## src/common/ssio_pkg.sv

```systemverilog
// Physical DDR lane definitions: pin count, nibble and half-word types, clock phase
package ssio_pkg;

// Data pairs on the board
localparam int lane_width = 5;

// One data half of a symbol
typedef logic [3:0] nibble_t;

// One DDR half-word, control flag on top and nibble below
typedef logic [lane_width-1:0] lane_t;

// Forwarded clock at 90 degrees, center aligned to the data eye
localparam logic use_clk90 = 1'b1;

endpackage

```

## src/common/link_pkg.sv

```systemverilog
// Link layer definitions: symbol codes, frame and buffer sizes, training pattern, arbiter states
package link_pkg;

typedef logic [7:0] byte_t;

// Control flag in bit 8, byte below
typedef logic [8:0] symbol_t;

localparam symbol_t code_idle  = {1'b1, 8'hBC};
localparam symbol_t code_start = {1'b1, 8'hFB};
localparam symbol_t code_end   = {1'b1, 8'hFD};

// Seed for the rotating training bit
localparam byte_t code_train_base = 8'h01;

localparam int frame_len  = 4;
localparam int fifo_depth = 8;
localparam int train_len  = 16;

typedef logic [$clog2(fifo_depth)-1:0]   fifo_ptr_t;
typedef logic [$clog2(fifo_depth+1)-1:0] fifo_cnt_t;
typedef logic [$clog2(frame_len+2)-1:0]  frame_idx_t;
typedef logic [$clog2(train_len)-1:0]    train_idx_t;

typedef enum logic [1:0] {
    st_idle,
    st_train,
    st_frame
} arb_state_t;

// Training symbol n is the seed rotated left by n mod 8, control set
function automatic symbol_t train_symbol(input train_idx_t n);
    logic [2:0] rot;
    rot = n[2:0];
    return {1'b1, byte_t'((code_train_base << rot) | (code_train_base >> (4'd8 - rot)))};
endfunction

endpackage

```

## src/ssio_ddr/ssio_ddr_out.sv

```systemverilog
// Generic source-synchronous DDR output registers with forwarded clock
`resetall
`timescale 1ns/1ns
`default_nettype none

module ssio_ddr_out (
    input  wire logic            clk,
    input  wire logic            clk90,
    input  wire ssio_pkg::lane_t input_d1,
    input  wire ssio_pkg::lane_t input_d2,
    output logic                 output_clk,
    output ssio_pkg::lane_t      output_q
);

import ssio_pkg::*;

lane_t d1_reg;
lane_t d2_reg;
lane_t d2_neg_reg;

// Both halves captured together on the rising edge
always_ff @(posedge clk) begin
    d1_reg <= input_d1;
    d2_reg <= input_d2;
end

// Second half moved to the falling edge so it is stable for the low phase
always_ff @(negedge clk) begin
    d2_neg_reg <= d2_reg;
end

// First half while clk is high, second half while low
always_comb begin
    if (clk) begin
        output_q = d1_reg;
    end else begin
        output_q = d2_neg_reg;
    end
end

if (use_clk90) begin : g_clk90
    // Edges land mid-eye
    assign output_clk = clk90;
end else begin : g_clk0
    // Edges aligned with data transitions
    assign output_clk = clk;
end

endmodule

`resetall

```

## src/ssio_ddr/ssio_ddr_out_diff.sv

```systemverilog
// DDR output stage driving complementary pin pairs for forwarded clock and data
`resetall
`timescale 1ns/1ns
`default_nettype none

module ssio_ddr_out_diff (
    input  wire logic            clk,
    input  wire logic            clk90,
    input  wire ssio_pkg::lane_t input_d1,
    input  wire ssio_pkg::lane_t input_d2,
    output logic                 output_clk_p,
    output logic                 output_clk_n,
    output ssio_pkg::lane_t      output_q_p,
    output ssio_pkg::lane_t      output_q_n
);

import ssio_pkg::*;

logic  output_clk;
lane_t output_q;

ssio_ddr_out ssio_ddr_out_inst (
    .clk        (clk),
    .clk90      (clk90),
    .input_d1   (input_d1),
    .input_d2   (input_d2),
    .output_clk (output_clk),
    .output_q   (output_q)
);

// Generic buffer path, true and inverted leg per pair
assign output_clk_p = output_clk;
assign output_clk_n = ~output_clk;
assign output_q_p   = output_q;
assign output_q_n   = ~output_q;

endmodule

`resetall

```

## src/frame_tx.sv

```systemverilog
// Payload framer that buffers bytes and sequences start, data and end symbols onto the lane
`resetall
`timescale 1ns/1ns
`default_nettype none

module frame_tx (
    input  wire logic            clk,
    input  wire logic            rst,
    input  wire logic            data_valid,
    input  wire link_pkg::byte_t data_byte,
    input  wire logic            frame_adv,
    output logic                 frame_req,
    output link_pkg::symbol_t    frame_sym,
    output logic                 frame_last,
    output logic                 drop
);

import link_pkg::*;

// Index 0 is the start code, then the data bytes, then the end code
localparam frame_idx_t last_idx = frame_idx_t'(frame_len + 1);

byte_t      buf_mem [fifo_depth];
fifo_ptr_t  wr_ptr;
fifo_ptr_t  rd_ptr;
fifo_cnt_t  fill;
frame_idx_t idx;
logic       push;
logic       pop;

// Full buffer throws the byte away
assign drop = data_valid && (fill == fifo_cnt_t'(fifo_depth));
assign push = data_valid && !drop;
assign pop  = frame_adv && (idx != '0) && (idx != last_idx);

always_ff @(posedge clk) begin
    if (push) begin
        buf_mem[wr_ptr] <= data_byte;
    end
end

always_ff @(posedge clk) begin
    if (rst) begin
        wr_ptr <= '0;
        rd_ptr <= '0;
        fill   <= '0;
    end else begin
        if (push) begin
            wr_ptr <= wr_ptr + 1'b1;
        end
        if (pop) begin
            rd_ptr <= rd_ptr + 1'b1;
        end
        case ({push, pop})
            2'b10:   fill <= fill + 1'b1;
            2'b01:   fill <= fill - 1'b1;
            default: fill <= fill;
        endcase
    end
end

// Request only once a whole frame sits in the buffer
always_ff @(posedge clk) begin
    if (rst) begin
        frame_req <= 1'b0;
        idx       <= '0;
    end else if (frame_req) begin
        if (frame_adv) begin
            if (idx == last_idx) begin
                idx       <= '0;
                frame_req <= 1'b0;
            end else begin
                idx <= idx + 1'b1;
            end
        end
    end else if (fill >= fifo_cnt_t'(frame_len)) begin
        frame_req <= 1'b1;
    end
end

always_comb begin
    if (idx == '0) begin
        frame_sym = code_start;
    end else if (idx == last_idx) begin
        frame_sym = code_end;
    end else begin
        frame_sym = {1'b0, buf_mem[rd_ptr]};
    end
end

assign frame_last = (idx == last_idx);

endmodule

`resetall

```

## src/train_gen.sv

```systemverilog
// Training burst generator emitting a fixed run of rotating-bit pattern symbols
`resetall
`timescale 1ns/1ns
`default_nettype none

module train_gen (
    input  wire logic          clk,
    input  wire logic          rst,
    input  wire logic          train_start,
    input  wire logic          train_adv,
    output logic               train_req,
    output link_pkg::symbol_t  train_sym,
    output logic               train_last,
    output logic               train_busy
);

import link_pkg::*;

localparam train_idx_t last_idx = train_idx_t'(train_len - 1);

logic       busy;
train_idx_t idx;

always_ff @(posedge clk) begin
    if (rst) begin
        busy <= 1'b0;
        idx  <= '0;
    end else if (!busy) begin
        // Start requests during a burst are ignored
        if (train_start) begin
            busy <= 1'b1;
            idx  <= '0;
        end
    end else if (train_adv) begin
        if (idx == last_idx) begin
            busy <= 1'b0;
            idx  <= '0;
        end else begin
            idx <= idx + 1'b1;
        end
    end
end

assign train_req  = busy;
assign train_busy = busy;
assign train_sym  = train_symbol(idx);
assign train_last = (idx == last_idx);

endmodule

`resetall

```

## src/link_arbiter.sv

```systemverilog
// Fixed-priority lane arbiter with grant lock, idle fill and registered symbol output
`resetall
`timescale 1ns/1ns
`default_nettype none

module link_arbiter (
    input  wire logic               clk,
    input  wire logic               rst,
    input  wire logic               frame_req,
    input  wire link_pkg::symbol_t  frame_sym,
    input  wire logic               frame_last,
    input  wire logic               train_req,
    input  wire link_pkg::symbol_t  train_sym,
    input  wire logic               train_last,
    output logic                    frame_adv,
    output logic                    train_adv,
    output link_pkg::symbol_t       lane_sym
);

import link_pkg::*;

arb_state_t state;

// Holder of the grant gets its symbol taken every cycle
assign train_adv = (state == st_train);
assign frame_adv = (state == st_frame);

always_ff @(posedge clk) begin
    if (rst) begin
        state    <= st_idle;
        lane_sym <= code_idle;
    end else begin
        case (state)
            st_idle: begin
                lane_sym <= code_idle;
                // Training has priority over a pending frame
                if (train_req) begin
                    state <= st_train;
                end else if (frame_req) begin
                    state <= st_frame;
                end
            end
            st_train: begin
                lane_sym <= train_sym;
                if (train_last) begin
                    state <= st_idle;
                end
            end
            st_frame: begin
                lane_sym <= frame_sym;
                if (frame_last) begin
                    state <= st_idle;
                end
            end
            default: begin
                lane_sym <= code_idle;
                state    <= st_idle;
            end
        endcase
    end
end

endmodule

`resetall

```

## src/ssio_link_tx.sv

```systemverilog
// DDR transmit link top: framer and training generator share the lane onto differential pins
`resetall
`timescale 1ns/1ns
`default_nettype none

module ssio_link_tx (
    input  wire logic            clk,
    input  wire logic            clk90,
    input  wire logic            rst,
    input  wire logic            data_valid,
    input  wire link_pkg::byte_t data_byte,
    input  wire logic            train_start,
    output logic                 output_clk_p,
    output logic                 output_clk_n,
    output ssio_pkg::lane_t      output_q_p,
    output ssio_pkg::lane_t      output_q_n,
    output logic                 drop,
    output logic                 train_busy
);

import ssio_pkg::*;
import link_pkg::*;

logic    frame_req;
symbol_t frame_sym;
logic    frame_last;
logic    frame_adv;
logic    train_req;
symbol_t train_sym;
logic    train_last;
logic    train_adv;
symbol_t lane_sym;
nibble_t low_nib;
nibble_t high_nib;
lane_t   lane_d1;
lane_t   lane_d2;

frame_tx frame_tx_inst (
    .clk        (clk),
    .rst        (rst),
    .data_valid (data_valid),
    .data_byte  (data_byte),
    .frame_adv  (frame_adv),
    .frame_req  (frame_req),
    .frame_sym  (frame_sym),
    .frame_last (frame_last),
    .drop       (drop)
);

train_gen train_gen_inst (
    .clk         (clk),
    .rst         (rst),
    .train_start (train_start),
    .train_adv   (train_adv),
    .train_req   (train_req),
    .train_sym   (train_sym),
    .train_last  (train_last),
    .train_busy  (train_busy)
);

link_arbiter link_arbiter_inst (
    .clk        (clk),
    .rst        (rst),
    .frame_req  (frame_req),
    .frame_sym  (frame_sym),
    .frame_last (frame_last),
    .train_req  (train_req),
    .train_sym  (train_sym),
    .train_last (train_last),
    .frame_adv  (frame_adv),
    .train_adv  (train_adv),
    .lane_sym   (lane_sym)
);

// Control flag goes out in both halves, low nibble first
assign low_nib  = lane_sym[3:0];
assign high_nib = lane_sym[7:4];
assign lane_d1  = {lane_sym[8], low_nib};
assign lane_d2  = {lane_sym[8], high_nib};

ssio_ddr_out_diff ssio_ddr_out_diff_inst (
    .clk          (clk),
    .clk90        (clk90),
    .input_d1     (lane_d1),
    .input_d2     (lane_d2),
    .output_clk_p (output_clk_p),
    .output_clk_n (output_clk_n),
    .output_q_p   (output_q_p),
    .output_q_n   (output_q_n)
);

endmodule

`resetall

```

## config.mk

```make
export PLATFORM = sky130hd
export DESIGN_NAME = ssio_link_tx
export DESIGN_NICKNAME = d
export VERILOG_FILES = /design/src/common/ssio_pkg.sv /design/src/common/link_pkg.sv /design/src/ssio_ddr/ssio_ddr_out.sv /design/src/ssio_ddr/ssio_ddr_out_diff.sv /design/src/frame_tx.sv /design/src/train_gen.sv /design/src/link_arbiter.sv /design/src/ssio_link_tx.sv
export SDC_FILE = /design/constraint.sdc
export NUM_CORES = 1
export LEC_CHECK = 0
export ABC_AREA = 1
export BUFFER_PORTS_ARGS = -buffer_cell sky130_fd_sc_hd__buf_4
export CAP_MARGIN = 20
export CELL_PAD_IN_SITES_DETAIL_PLACEMENT = 0
export CELL_PAD_IN_SITES_GLOBAL_PLACEMENT = 1
export CORE_MARGIN = 2
export CORE_UTILIZATION = 30
export DETAILED_ROUTE_END_ITERATION = 6
export PLACE_DENSITY = 0.67
export SLEW_MARGIN = 20
export SYNTH_ARGS = -nofsm -noshare
export SYNTH_HDL_FRONTEND = slang
export SYNTH_SLANG_ARGS = --single-unit
export TNS_END_PERCENT = 1
```

## constraint.sdc

```tcl
create_clock -name clk -period 2.1 [get_ports clk]
set_input_delay 0.315 -clock clk [delete_from_list [all_inputs] [get_ports clk]]
set_output_delay 0.315 -clock clk [all_outputs]
set_load 0.02 [all_outputs]
```

==> metrics.md <==
| Metric | Value |
|---|---|
| Final Non-Filler Cells | `approximately 730` |
| Layout Cell Area excl Fill | `6274 um2` |
| Most crowded layer after global routing | `met2` |
| Worst hold stages | `1` |
| Hold buffers post-CTS | `0` |
| GR Util met1 | `0.1544` |
| CP Data Arrival Time | `2460 ps` |
| Power share of the clock group | `0.645` |
| Final setup violation count | `15` |
| Reg area | `approximately 2900 um2` |
| Cell count after synthesis | `between 400 and 500` |
| Final setup TNS | `-6163 ps` |
| Layout cell share with drive strength beyond 1 | `0.2584` |
| Violated checks | `setup timing` |
| DIE AREA | `between 15,000 and 20,000 um2` |
| Biggest registers after layout | `frame_tx_inst.buf_mem x64, link_arbiter_inst.lane_sym x9` |
| Layout net count | `around 550` |
| Async S/R FF share, synth | `0` |
| CTS tree | `done` |
| Post-DP HPWL | `about 6100 um` |
| Worst Path Required | `between 1500 and 2000 ps` |
| Drt first-iter violations | `around 170` |
| Total track usage | `0.1461` |
| RSZ-0062 raised after global routing | `yes` |
| Clk_skew | `approximately 54 ps` |
| Pwr Total | `about 8.2 mW` |
| Wire length per cell | `14.37 um` |
| Crit start category | `flip-flop` |
| Max-slew violation count | `0` |
| Via count | `between 3,000 and 4,000` |
| Least-Margin Pin Slew | `approximately 500 ps` |
| Post-route DRC | `0` |
| Final Hold Fails | `0` |
| Relative slew slack | `0.6643` |
| Multi-input logic area | `roughly 1500 um2` |
| Synth Flop Type | `edfxtp_1` |
| Distinct cells, synth | `34` |
| Initial antenna violation count | `0` |
| Post-Syn Area per Cell | `around 10 um2` |
| ANT cells | `0` |
| Largest Register | `frame_tx_inst.buf_mem` |
| Post-placement cell area | `5074 um2` |
| Hold endpoint | `frame_tx_inst.buf_mem[7][7]` |
| Synth warnings | `0` |
| Status | `complete, but fails checks` |
| Post-Syn Area | `~4600 um2` |
| Initial core utilization | `0.3052` |
| Hold WC Path Type | `in -> reg` |
| Number of global-route vias before repair | `around 3,500` |
| Peak supply drop | `0.7841 mV` |
| 1st-pass router iterations | `4` |
| M2 GR Usage | `0.2114` |
| Seq pwr share | `0.304` |
| Util after Layout | `0.4142` |
| Area Overhead vs Synth | `35.73%` |
| Worst setup EP type | `primary output` |
| Sw power | `2.212 mW` |
| Worst Reg-to-Reg Cells | `15` |
| Register area share after synthesis | `0.6194` |
| Internal power | `~6.0 mW` |
| Die height | `128.1 um` |
| First-pass GRT wire length | `around 17,000 um` |
| IO Pins | `27` |
| Max reg flops | `64` |
| Clock-pin slew on the worst setup and hold paths | `~50 ps` |
| Largest net degree at the start of global routing | `34` |
| Grt total ovfl | `0` |
| WS Path Type | `reg -> out` |
| Worst setup margin | `-671.5 ps` |
| Worst Min Path Start | `data_byte[7]` |
| IO Port Bufs | `26` |
| Post-synth EDFFs | `64` |
| Sw Share | `0.2682` |
| Logic pwr share | `0.051` |
| Grt met3 use | `0.06678` |
| Syn_nets | `480` |
| Fill count | `approximately 1,400` |
| Placement row count | `45` |
| Chip width | `around 130 um` |
| Max_cap viols | `0` |
| Worst-skew pair later-pin latency | `570 ps` |
| R2r endpoint | `frame_tx_inst.fill[2]` |
| Final wirelength | `between 10,000 and 15,000 um` |
| Placed Cells | `between 600 and 700` |
| Vias per cell | `around 4.6` |
| Core region area | `15,150 um2` |
| Pwr/cell area | `around 1300 nW/um2` |
| Reg2Reg Setup Slack | `200 ps` |
| Leakage | `2.516 nW` |
| Gp weighted congestion | `about 0.73` |
| RR Startpoint | `link_arbiter_inst.state[0]` |
| Worst-path fanout max | `2` |
| Routed Antenna Nets | `0` |
| #FFs+latches synth | `111` |
-- area by class of cell --
type,count,area share
repair buffers,33,0.04148
flip-flops and latches,111,0.4575
inverters,39,0.02453
well taps,188,0.03750
multi-input cells,279,0.2453
clock buffers,48,0.1669
clock inverters,28,0.02673
-- cell families after synthesis --
logic type / Yosys count / synth area share
and+or+nand+nor: 209 / 0.2055
DFF: 111 / 0.6194
buffers and inverters: 61 / 0.06389
AOI/OAI and AO/OA: 52 / 0.06415
adders and majority gates: 16 / 0.04331
xor gates and xnor gates: 2 / 0.003791
-- Yosys cell counts, drive strengths merged (2+ instances only) --
library cell | number | area share
nand2 | 108 | 0.089
o21ai | 19 | 0.021
ha | 16 | 0.043
or2 | 7 | 0.0095
edfxtp | 64 | 0.42
nand3 | 64 | 0.073
a211oi | 2 | 0.0032
a21oi | 29 | 0.035
nor2 | 22 | 0.022
buf | 14 | 0.024
inv | 45 | 0.038
xnor2 | 2 | 0.0038
nor3 | 2 | 0.0022
clkbuf | 2 | 0.0016
dfxtp | 47 | 0.20
nand4 | 3 | 0.0054
-- routing by layer --
| layer | up-vias | routed length [um] |
|---|---|---|
| met4 | 0 | 329 |
| li1 | 1668 | - |
| met3 | 33 | 482 |
| met1 | 1533 | 4623 |
| met5 | - | 0 |
| met2 | 90 | 4997 |
-- how the worst max path moves through the flow --
stage,from,endpoint
6_report,flip-flop,output_q_p[4]
5_1_grt,flip-flop,output_q_p[2]
4_1_cts,flip-flop,output_q_p[3]
3_5_place_dp,link_arbiter_inst.state[0],frame_tx_inst.fill[2]
3_3_place_gp,flip-flop,output_q_p[2]
2_1_floorplan,flip-flop,output_q_p[2]
-- cells in the final DEF (no fill, tap or decap), drive strengths merged --
cell    count
o221a       1
clkbuf     37
or2         7
nor2       22
nand4       3
clkinv      3
nor3        2
bufinv      1
nor3b       1
and2        1
inv        63
nand2     108
dfxtp      47
xnor2       2
a21oi      29
ha         16
a211oi      2
o21ai      19
edfxtp     64
nor4        1
nand3      64
buf        44
a21boi      1
-- what timing repair did --
action	in CTS	in global routing
hold endpoints to repair	0	0
cloned	0	0
pin swaps	5	2
setup endpoints to repair	20	17
setup buffers	1	0
gates resized for setup	45	6
-- stage by stage --
step | worst slack [ps] | hold WS [ps]
2_1_floorplan | -335.3 | 309.6
3_3_place_gp | 69.03 | 313.2
3_5_place_dp | 55.13 | 312.8
4_1_cts | -688.4 | 3.089
5_1_grt | -707.0 | 13.53
6_report | -671.5 | 24.50
-- worst max-delay path: stages, from the launching register on --
cell,delay (ps)
dfxtp_2,320
o21ai_4,210
clkbuf_16,170
inv_4,30
buf_6,120
-- power by group through the flow --
stage | logic (mW) | registers, mW | clock network (mW)
after global placement | 0.418 | 2.53 | 0.560
after CTS | 0.424 | 2.51 | 5.44
after global routing | 0.481 | 2.52 | 5.62
after detailed placement | 0.423 | 2.53 | 0.560
final | 0.421 | 2.51 | 5.32
after floorplan | 0.298 | 2.52 | 0.348
No activity file was read; power rests on OpenSTA's default activity.
